File: config.mk
export PLATFORM = sky130hd
export DESIGN_NAME = leaf_interface
export DESIGN_NICKNAME = d
export VERILOG_FILES = /design/src/leaf_pkg.sv /design/src/leaf_fifo.sv /design/src/leaf_rx_path.sv /design/src/leaf_tx_path.sv /design/src/leaf_link_merge.sv /design/src/leaf_interface.sv
export VERILOG_INCLUDE_DIRS = /design/src
export SDC_FILE = /design/constraint.sdc
export NUM_CORES = 2
export LEC_CHECK = 0
export ABC_AREA = 1
export BUFFER_PORTS_ARGS = -buffer_cell sky130_fd_sc_hd__clkbuf_2
export CAP_MARGIN = 25
export CORE_MARGIN = 4
export CORE_UTILIZATION = 26
export DETAILED_ROUTE_END_ITERATION = 10
export MAX_ROUTING_LAYER = met4
export PLACE_DENSITY = 0.47
export SETUP_SLACK_MARGIN = 0.05
export SYNTH_ARGS = -nofsm -noshare
export SYNTH_HDL_FRONTEND = slang
export SYNTH_SLANG_ARGS = --single-unit
File: constraint.sdc
create_clock -name clk -period 5.9 [get_ports clk]
set_input_delay 1.18 -clock clk [delete_from_list [all_inputs] [get_ports clk]]
set_output_delay 1.18 -clock clk [all_outputs]
set_load 0.005 [all_outputs]
File: src/leaf_macros.svh
`ifndef LEAF_MACROS_SVH
`define LEAF_MACROS_SVH

// ==================================================
// link and packet field widths.
// ==================================================
`define LEAF_PACKET_BITS 49
`define LEAF_PAYLOAD_BITS 32
`define LEAF_ID_BITS 5
`define LEAF_PORT_BITS 4

// ==================================================
// user ports, queues and flow control.
// ==================================================
`define LEAF_NUM_IN_PORTS 5
`define LEAF_NUM_OUT_PORTS 6
// receive queue depth, also the initial credit of a sender.
`define LEAF_QUEUE_DEPTH 8
// words consumed per freespace packet.
`define LEAF_FREESPACE_STEP 4

`endif

File: src/leaf_pkg.sv
`include "leaf_macros.svh"

package leaf_pkg;

    typedef logic [`LEAF_PAYLOAD_BITS-1:0] payload_t;
    typedef logic [`LEAF_ID_BITS-1:0] leaf_id_t;
    typedef logic [`LEAF_PORT_BITS-1:0] port_id_t;

    typedef enum logic [1:0] {
        KIND_DATA      = 2'd0,
        KIND_FREESPACE = 2'd1,
        KIND_CONFIG    = 2'd2
    } kind_t;

    // an all-zero packet is an idle link.
    typedef struct packed {
        logic     valid;
        kind_t    kind;
        leaf_id_t dst_leaf;
        port_id_t dst_port;
        leaf_id_t src_leaf;
        payload_t payload;
    } packet_t;

endpackage

File: src/leaf_fifo.sv
`timescale 1ns/1ps
`include "leaf_macros.svh"

module leaf_fifo
    import leaf_pkg::*;
#(
    parameter type T = payload_t,
    parameter int DEPTH = `LEAF_QUEUE_DEPTH
) (
    input  logic clk,
    input  logic rst_n,
    input  logic wr_vld,
    input  T     wr_data,
    output logic wr_ack,
    output logic rd_vld,
    output T     rd_data,
    input  logic rd_ack
);

    localparam int PTR_BITS = (DEPTH > 1) ? $clog2(DEPTH) : 1;
    localparam int CNT_BITS = $clog2(DEPTH + 1);
    localparam logic [PTR_BITS-1:0] LAST = PTR_BITS'(DEPTH - 1);

    T mem [DEPTH];
    logic [PTR_BITS-1:0] wr_ptr;
    logic [PTR_BITS-1:0] rd_ptr;
    logic [CNT_BITS-1:0] count;
    logic do_wr;
    logic do_rd;

    assign wr_ack = (count != CNT_BITS'(DEPTH));
    assign rd_vld = (count != '0);
    assign rd_data = mem[rd_ptr];
    assign do_wr = wr_vld && wr_ack;
    assign do_rd = rd_vld && rd_ack;

    always_ff @(posedge clk) begin
        if (do_wr) begin
            mem[wr_ptr] <= wr_data;
        end
    end

    always_ff @(posedge clk) begin
        if (!rst_n) begin
            wr_ptr <= '0;
            rd_ptr <= '0;
            count  <= '0;
        end else begin
            if (do_wr) begin
                wr_ptr <= (wr_ptr == LAST) ? '0 : wr_ptr + 1'b1;
            end
            if (do_rd) begin
                rd_ptr <= (rd_ptr == LAST) ? '0 : rd_ptr + 1'b1;
            end
            // simultaneous read and write leaves the count unchanged.
            if (do_wr && !do_rd) begin
                count <= count + 1'b1;
            end else if (do_rd && !do_wr) begin
                count <= count - 1'b1;
            end
        end
    end

    // the pointers meet only when the FIFO is empty or full.
    a_count_in_range : assert property (
        @(posedge clk) disable iff (!rst_n)
        count <= CNT_BITS'(DEPTH)
        && ((wr_ptr == rd_ptr) == (count == '0 || count == CNT_BITS'(DEPTH)))
    );

endmodule

File: src/leaf_rx_path.sv
`timescale 1ns/1ps
`include "leaf_macros.svh"

module leaf_rx_path
    import leaf_pkg::*;
#(
    parameter leaf_id_t LEAF_ID = leaf_id_t'(3)
) (
    input  logic                                clk,
    input  logic                                rst_n,
    input  packet_t                             din_leaf_bft2interface,
    output payload_t [`LEAF_NUM_IN_PORTS-1:0]   dout_leaf_interface2user,
    output logic [`LEAF_NUM_IN_PORTS-1:0]       vld_interface2user,
    input  logic [`LEAF_NUM_IN_PORTS-1:0]       ack_user2interface,
    output logic                                fs_vld,
    output packet_t                             fs_packet,
    input  logic                                fs_ack,
    output logic                                cfg_we,
    output port_id_t                            cfg_port,
    output leaf_id_t                            cfg_leaf,
    output port_id_t                            cfg_dport,
    output logic                                credit_we,
    output port_id_t                            credit_port
);

    localparam int NUM = `LEAF_NUM_IN_PORTS;
    localparam int SEL_BITS = $clog2(NUM);
    localparam int STEP_BITS = (`LEAF_FREESPACE_STEP > 1) ? $clog2(`LEAF_FREESPACE_STEP) : 1;
    localparam logic [STEP_BITS-1:0] STEP_LAST = STEP_BITS'(`LEAF_FREESPACE_STEP - 1);

    packet_t din_r;
    logic mine;
    logic [NUM-1:0] data_we;
    logic [NUM-1:0] q_room;
    logic [NUM-1:0] consumed;
    logic [NUM-1:0] fs_pend;
    logic [STEP_BITS-1:0] used_cnt [NUM];
    leaf_id_t src_leaf_q [NUM];
    logic [SEL_BITS-1:0] fs_sel;

    // ==================================================
    // decode of the registered link word.
    // ==================================================
    always_ff @(posedge clk) begin
        if (!rst_n) begin
            din_r <= '0;
        end else begin
            din_r <= din_leaf_bft2interface;
        end
    end

    assign mine = din_r.valid && (din_r.dst_leaf == LEAF_ID);

    assign cfg_we    = mine && (din_r.kind == KIND_CONFIG);
    assign cfg_port  = din_r.dst_port;
    assign cfg_leaf  = din_r.payload[8:4];
    assign cfg_dport = din_r.payload[3:0];

    assign credit_we   = mine && (din_r.kind == KIND_FREESPACE);
    assign credit_port = din_r.dst_port;

    // ==================================================
    // per-port user queues and freespace bookkeeping.
    // ==================================================
    for (genvar p = 0; p < NUM; p++) begin : g_port
        assign data_we[p] = mine && (din_r.kind == KIND_DATA)
                            && (din_r.dst_port == port_id_t'(p));
        assign consumed[p] = vld_interface2user[p] && ack_user2interface[p];

        leaf_fifo #(
            .T     (payload_t),
            .DEPTH (`LEAF_QUEUE_DEPTH)
        ) u_queue (
            .clk     (clk),
            .rst_n   (rst_n),
            .wr_vld  (data_we[p]),
            .wr_data (din_r.payload),
            .wr_ack  (q_room[p]),
            .rd_vld  (vld_interface2user[p]),
            .rd_data (dout_leaf_interface2user[p]),
            .rd_ack  (ack_user2interface[p])
        );

        always_ff @(posedge clk) begin
            if (!rst_n) begin
                used_cnt[p]   <= '0;
                fs_pend[p]    <= 1'b0;
                src_leaf_q[p] <= '0;
            end else begin
                if (data_we[p]) begin
                    src_leaf_q[p] <= din_r.src_leaf;
                end
                if (consumed[p]) begin
                    used_cnt[p] <= (used_cnt[p] == STEP_LAST) ? '0 : used_cnt[p] + 1'b1;
                end
                // a new request wins over the ack of the old one.
                fs_pend[p] <= (fs_pend[p] && !(fs_ack && fs_sel == SEL_BITS'(p)))
                              || (consumed[p] && used_cnt[p] == STEP_LAST);
            end
        end
    end

    // lowest pending port goes first.
    always_comb begin
        fs_sel = '0;
        for (int p = NUM - 1; p >= 0; p--) begin
            if (fs_pend[p]) begin
                fs_sel = SEL_BITS'(p);
            end
        end
    end

    assign fs_vld = |fs_pend;

    always_comb begin
        fs_packet          = '0;
        fs_packet.valid    = 1'b1;
        fs_packet.kind     = KIND_FREESPACE;
        fs_packet.dst_leaf = src_leaf_q[fs_sel];
        fs_packet.dst_port = port_id_t'(fs_sel);
        fs_packet.src_leaf = LEAF_ID;
    end

    // the sender must never overrun a queue it holds no credit for.
    a_no_overflow : assert property (
        @(posedge clk) disable iff (!rst_n) (data_we & ~q_room) == '0
    );

endmodule

File: src/leaf_tx_path.sv
`timescale 1ns/1ps
`include "leaf_macros.svh"

module leaf_tx_path
    import leaf_pkg::*;
#(
    parameter leaf_id_t LEAF_ID = leaf_id_t'(3)
) (
    input  logic                                clk,
    input  logic                                rst_n,
    input  payload_t [`LEAF_NUM_OUT_PORTS-1:0]  din_leaf_user2interface,
    input  logic [`LEAF_NUM_OUT_PORTS-1:0]      vld_user2interface,
    output logic [`LEAF_NUM_OUT_PORTS-1:0]      ack_interface2user,
    input  logic                                cfg_we,
    input  port_id_t                            cfg_port,
    input  leaf_id_t                            cfg_leaf,
    input  port_id_t                            cfg_dport,
    input  logic                                credit_we,
    input  port_id_t                            credit_port,
    output logic                                tx_vld,
    output packet_t                             tx_packet,
    input  logic                                tx_ack
);

    localparam int NUM = `LEAF_NUM_OUT_PORTS;
    localparam int PTR_BITS = $clog2(NUM);
    localparam int CREDIT_BITS = $clog2(`LEAF_QUEUE_DEPTH + 1);

    leaf_id_t dst_leaf_q [NUM];
    port_id_t dst_port_q [NUM];
    logic [CREDIT_BITS-1:0] credit_q [NUM];
    logic [PTR_BITS-1:0] rr_ptr;
    logic [PTR_BITS-1:0] grant_port;
    logic grant_vld;
    logic [NUM-1:0] eligible;
    packet_t pkt_r;
    logic pkt_vld_r;
    logic fifo_wr_ack;
    logic stage_free;

    // the build register may refill in the cycle it drains into the FIFO.
    assign stage_free = !pkt_vld_r || fifo_wr_ack;

    // ==================================================
    // destination table and credit counters.
    // ==================================================
    for (genvar p = 0; p < NUM; p++) begin : g_port
        assign eligible[p] = vld_user2interface[p] && (credit_q[p] != '0) && stage_free;
        assign ack_interface2user[p] = grant_vld && (grant_port == PTR_BITS'(p));

        always_ff @(posedge clk) begin
            if (!rst_n) begin
                dst_leaf_q[p] <= '0;
                dst_port_q[p] <= '0;
                credit_q[p]   <= CREDIT_BITS'(`LEAF_QUEUE_DEPTH);
            end else begin
                if (cfg_we && cfg_port == port_id_t'(p)) begin
                    dst_leaf_q[p] <= cfg_leaf;
                    dst_port_q[p] <= cfg_dport;
                end
                credit_q[p] <= credit_q[p]
                               - CREDIT_BITS'(ack_interface2user[p])
                               + ((credit_we && credit_port == port_id_t'(p))
                                  ? CREDIT_BITS'(`LEAF_FREESPACE_STEP) : '0);
            end
        end

        a_credit_bound : assert property (
            @(posedge clk) disable iff (!rst_n)
            credit_q[p] <= CREDIT_BITS'(`LEAF_QUEUE_DEPTH)
        );
    end

    // ==================================================
    // round-robin grant and packet build.
    // ==================================================
    always_comb begin
        int idx;
        grant_vld  = 1'b0;
        grant_port = '0;
        for (int i = NUM - 1; i >= 0; i--) begin
            idx = (int'(rr_ptr) + i) % NUM;
            if (eligible[idx]) begin
                grant_vld  = 1'b1;
                grant_port = PTR_BITS'(idx);
            end
        end
    end

    always_ff @(posedge clk) begin
        if (!rst_n) begin
            rr_ptr    <= '0;
            pkt_vld_r <= 1'b0;
        end else begin
            pkt_vld_r <= grant_vld || (pkt_vld_r && !fifo_wr_ack);
            if (grant_vld) begin
                rr_ptr <= (grant_port == PTR_BITS'(NUM - 1)) ? '0 : grant_port + 1'b1;
            end
        end
    end

    always_ff @(posedge clk) begin
        if (grant_vld) begin
            pkt_r.valid    <= 1'b1;
            pkt_r.kind     <= KIND_DATA;
            pkt_r.dst_leaf <= dst_leaf_q[grant_port];
            pkt_r.dst_port <= dst_port_q[grant_port];
            pkt_r.src_leaf <= LEAF_ID;
            pkt_r.payload  <= din_leaf_user2interface[grant_port];
        end
    end

    leaf_fifo #(
        .T     (packet_t),
        .DEPTH (2)
    ) u_tx_fifo (
        .clk     (clk),
        .rst_n   (rst_n),
        .wr_vld  (pkt_vld_r),
        .wr_data (pkt_r),
        .wr_ack  (fifo_wr_ack),
        .rd_vld  (tx_vld),
        .rd_data (tx_packet),
        .rd_ack  (tx_ack)
    );

endmodule

File: src/leaf_link_merge.sv
`timescale 1ns/1ps
`include "leaf_macros.svh"

module leaf_link_merge
    import leaf_pkg::*;
(
    input  logic    clk,
    input  logic    rst_n,
    input  logic    resend,
    input  logic    fs_vld,
    input  packet_t fs_packet,
    output logic    fs_ack,
    input  logic    tx_vld,
    input  packet_t tx_packet,
    output logic    tx_ack,
    output packet_t dout_leaf_interface2bft
);

    localparam logic [`LEAF_PACKET_BITS-1:0] IDLE = '0;

    packet_t out_r;

    // freespace first, nothing taken during resend.
    assign fs_ack = !resend && fs_vld;
    assign tx_ack = !resend && !fs_vld && tx_vld;

    // a packet blanked by resend stays in the register and goes out afterwards.
    always_ff @(posedge clk) begin
        if (!rst_n) begin
            out_r <= IDLE;
        end else if (!resend) begin
            if (fs_vld) begin
                out_r <= fs_packet;
            end else if (tx_vld) begin
                out_r <= tx_packet;
            end else begin
                out_r <= IDLE;
            end
        end
    end

    assign dout_leaf_interface2bft = resend ? packet_t'(IDLE) : out_r;

endmodule

File: src/leaf_interface.sv
`timescale 1ns/1ps
`include "leaf_macros.svh"

module leaf_interface
    import leaf_pkg::*;
#(
    parameter leaf_id_t LEAF_ID = leaf_id_t'(3)
) (
    input  logic                                clk,
    input  logic                                rst_n,
    input  logic                                resend,
    input  packet_t                             din_leaf_bft2interface,
    output packet_t                             dout_leaf_interface2bft,
    output payload_t [`LEAF_NUM_IN_PORTS-1:0]   dout_leaf_interface2user,
    output logic [`LEAF_NUM_IN_PORTS-1:0]       vld_interface2user,
    input  logic [`LEAF_NUM_IN_PORTS-1:0]       ack_user2interface,
    input  payload_t [`LEAF_NUM_OUT_PORTS-1:0]  din_leaf_user2interface,
    input  logic [`LEAF_NUM_OUT_PORTS-1:0]      vld_user2interface,
    output logic [`LEAF_NUM_OUT_PORTS-1:0]      ack_interface2user
);

    logic     cfg_we;
    port_id_t cfg_port;
    leaf_id_t cfg_leaf;
    port_id_t cfg_dport;
    logic     credit_we;
    port_id_t credit_port;
    logic     fs_vld;
    packet_t  fs_packet;
    logic     fs_ack;
    logic     tx_vld;
    packet_t  tx_packet;
    logic     tx_ack;

    leaf_rx_path #(
        .LEAF_ID (LEAF_ID)
    ) u_rx_path (
        .clk                      (clk),
        .rst_n                    (rst_n),
        .din_leaf_bft2interface   (din_leaf_bft2interface),
        .dout_leaf_interface2user (dout_leaf_interface2user),
        .vld_interface2user       (vld_interface2user),
        .ack_user2interface       (ack_user2interface),
        .fs_vld                   (fs_vld),
        .fs_packet                (fs_packet),
        .fs_ack                   (fs_ack),
        .cfg_we                   (cfg_we),
        .cfg_port                 (cfg_port),
        .cfg_leaf                 (cfg_leaf),
        .cfg_dport                (cfg_dport),
        .credit_we                (credit_we),
        .credit_port              (credit_port)
    );

    leaf_tx_path #(
        .LEAF_ID (LEAF_ID)
    ) u_tx_path (
        .clk                     (clk),
        .rst_n                   (rst_n),
        .din_leaf_user2interface (din_leaf_user2interface),
        .vld_user2interface      (vld_user2interface),
        .ack_interface2user      (ack_interface2user),
        .cfg_we                  (cfg_we),
        .cfg_port                (cfg_port),
        .cfg_leaf                (cfg_leaf),
        .cfg_dport               (cfg_dport),
        .credit_we               (credit_we),
        .credit_port             (credit_port),
        .tx_vld                  (tx_vld),
        .tx_packet               (tx_packet),
        .tx_ack                  (tx_ack)
    );

    leaf_link_merge u_link_merge (
        .clk                     (clk),
        .rst_n                   (rst_n),
        .resend                  (resend),
        .fs_vld                  (fs_vld),
        .fs_packet               (fs_packet),
        .fs_ack                  (fs_ack),
        .tx_vld                  (tx_vld),
        .tx_packet               (tx_packet),
        .tx_ack                  (tx_ack),
        .dout_leaf_interface2bft (dout_leaf_interface2bft)
    );

endmodule

==> results_dict.tcl <==
set metrics [dict create \
    cp_num_buf_inv 6 \
    dpl.hpwl_um 125000 \
    clock_path_buffers 3 \
    synth_cells 6093 \
    ys_seq_area_frac 0.708 \
    clock_skew_ns 0.0817 \
    final-max-slew-violation-count 0 \
    synthFlopType "edfxtp_1" \
    layout.nets 6878 \
    die_area_sq_um 273000 \
    hold_buffers 0 \
    hp-class "flip-flop to flip-flop" \
    wl_per_cell_um 20.6 \
    yosysUniqueCellTypes 44 \
    first_iter_violations 3178 \
    insertion_delay_ns 0.84 \
    path_delay_family "simple AND/OR/NAND/NOR gates" \
    power_switching_w 0.0144 \
    rows 188 \
    cp_max_fo 9 \
    clockRootBuffer "clkbuf_16" \
    dp.cells 9863 \
    synth_top_area_share 0.651 \
    gr-total-overflow 0 \
    slowest_stage "dfxtp_4" \
    post-cts-setup-buffers 0 \
    p_seq_frac 0.378 \
    final_cells 10200 \
    netlist_top_cells_count "edfxtp_1 (1492), nor2_1 (1332), nand2_1 (907), o21ai_0 (687), inv_1 (264)" \
    p_total_w 0.0390 \
    gp_congestion 0.907 \
    power.internal_w 0.0246 \
    clock_sinks 1687 \
    stdcell_area_sq_um 81800 \
    p_leak_nw 29.9 \
    netSwitchingFraction 0.369 \
    timing.hold.ws_ns 0.403 \
    hold_viol 0 \
    worstSetupEndpointType "primary output" \
    vias 46400 \
    syn_to_final_growth_pct 18.8 \
    comb_power_share 0.323 \
    via_per_inst 4.53 \
    grt_pass1_vias 46100 \
    period_minus_slack_ns 5.34 \
    cp_common_cell "nand2_1" \
    ant_nets 0 \
    cts_inserted_buffers 187 \
    port_buffers 470 \
    routed_wl_um 210000 \
    synth_warnings 0 \
    yosys_register_bits 1687 \
    path_clk_slew_ns 0.06 \
    start_util 0.262 \
    antenna_found_initial 13 \
    relSlewSlack 0.290 \
    drcViolationCount 0 \
    max_freq_mhz 187 \
    grt_max_degree 100 \
    synth_top_area_cell "edfxtp_1" \
    grt_pass1_wl_um 309000 \
    rsz0062_at_grt "false" \
    ios 475 \
    drive_above_1_share 0.153 \
    core_area_sq_um 263000 \
    synth_edf_count 1492 \
    arrival_ns 4.16 \
    netlist_top_cells_area "edfxtp_1 (65%), nor2_1 (7.3%), dfxtp_1 (5.7%)" \
    crit_type "flip-flop to primary output" \
    finalSetupViolations 0 \
    period_share 0.905 \
    clockPowerShare 0.299 \
    worstMarginPinSlew_ns 1.07 \
    htreeDepth 4 \
    dieHeight_um 522 \
    ys_async_sr_fraction 0 \
    ir_drop_mv 1.45 \
    yosysMostFrequentCell "edfxtp_1" \
    maxCapViolations 0 \
    worstSetupStartpointType "flip-flop" \
    grt_usage 0.155 \
    critical_path_required_ns 4.72 \
    cts_tree "built" \
    placed_cell_area_sq_um 75400 \
    finalSetupTns_ns 0 \
    critical_path.max_stage_delay_ns 0.40 \
    avgSynthCellArea_sq_um 11.3 \
    syn_area_sq_um 68800 \
    chipWidth_um 522 \
    outcome "completed" \
    power_density_nw_per_um2 477 \
    drt_first_pass_iters 5 \
]
==> logic make-up (layout without fill, tap and decap cells) <==
group           Yosys count  after routing  share of synthesized area
flops                  1687           1687                      0.708
simple gates           2542           2542                      0.146
xor+xnor                 18             18                    0.00229
buf+inv                 640           1243                     0.0388
other cells               1             16                  0.0000545
fa+ha+maj                81             81                     0.0159
compound gates         1123           1123                     0.0894
mux                       1              1                   0.000145
==> flip-flops by register name, summed over array words and instances, names as in the netlist, 25 cells and up, named ones only <==
| name | cells |
|---|---|
| u_rx_path.src_leaf_q | 25 |
| u_rx_path.din_r | 36 |
| u_rx_path.g_port.u_queue.mem | 1280 |
| u_tx_path.u_tx_fifo.mem | 82 |
| u_link_merge.out_r | 43 |
| u_tx_path.dst_leaf_q | 30 |
| u_tx_path.pkt_r | 41 |
==> power groups by stage <==
stage          combinational, W  sequential, W  clock (W)
2_1_floorplan           0.00892         0.0146          0
3_3_place_gp             0.0127         0.0151          0
3_5_place_dp             0.0128         0.0151          0
4_1_cts                  0.0129         0.0148     0.0120
5_1_grt                  0.0144         0.0149     0.0125
6_report                 0.0126         0.0148     0.0117
==> metrics by stage <==
| step | worst slack [ns] | util |
|---|---|---|
| 2_1_floorplan | 1.22 | - |
| 3_3_place_gp | 0.968 | 0.286 |
| 5_1_grt | 0.0793 | 0.311 |
| 3_5_place_dp | 1.02 | 0.287 |
| 6_report | 0.558 | 0.311 |
| 4_1_cts | 0.0882 | 0.310 |
==> cells in the final DEF (no fill, tap or decap), types with 10 or more instances in the layout <==
cell          n
buf_4       125
dfxtp_1     149
diode_2      12
xor2_1       12
o22ai_1     164
clkbuf_8     13
nor2_1     1329
clkinv_2     36
clkbuf_2    468
inv_2        19
buf_12       11
a21oi_1      68
clkbuf_1     36
fa_1         11
clkbuf_16   193
ha_1         70
a31oi_1     170
o21ai_0     687
clkinv_1     40
edfxtp_1   1492
nor3_2       43
dfxtp_2      40
a211oi_1     10
inv_1       259
nand2_1     906
nand3_1     209
bufinv_16    13
==> timing repair <==
item	4_1_cts	5_1_grt
endpoints found under the setup margin	0	5
hold endpoints to repair	0	0
gates resized for setup	0	7
==> worst register-to-register path, cell delays in order, from the launching register on <==
cell      delay [ns]
dfxtp_2         0.40
inv_1           0.10
ha_1            0.28
a21oi_2         0.22
inv_1           0.08
ha_1            0.29
nor2_1          0.10
nand3_1         0.07
nand2_1         0.12
nand2_1         0.09
nand2_1         0.08
nand2_2         0.07
clkinv_1        0.05
nand3_1         0.10
nand2_2         0.16
nand2_1         0.08
nand3_1         0.12
nand3_4         0.09
nand2_4         0.10
buf_4           0.39
buf_4           0.75
nand2_1         0.22
nand2_1         0.10
nand2_1         0.05
nand2_1         0.12
nand2_1         0.06
nand2_1         0.09
==> layout make-up <==
class | count | area, sq um
repair buffers | 609 | 3590
clock buffers | 242 | 5140
diodes | 12 | 30.0
multi-input cells | 3769 | 17700
clock inverters | 104 | 1060
flip-flops and latches | 1687 | 48800
inverters | 288 | 1090
well taps | 3515 | 4400
fillers | 26900 | 181000
==> path summary, 6_finish.rpt <==
check / start / endpoint / slack, ns / depth (start not counted)
setup / recovery: u_tx_path.rr_ptr[0] / ack_interface2user[3] / 0.56 / 28
setup reg to reg: u_tx_path.rr_ptr[1] / u_tx_path.pkt_r[14] / 1.46 / 26
hold reg to reg: u_tx_path.pkt_r[44] / u_tx_path.u_tx_fifo.mem[0][39] / 0.40 / 0
hold / removal: u_tx_path.pkt_r[44] / u_tx_path.u_tx_fifo.mem[0][39] / 0.40 / 0
==> layer usage <==
metal  global-route usage  vias to the layer above  routed length [um]
met1                0.201                    22800               94300
met4               0.0410                        0                5390
met5                    -                        -                   0
met2                0.252                     1118              101000
li1                     -                    22200                   -
met3               0.0244                      271                9890
Power figures use the tool's default switching activity.
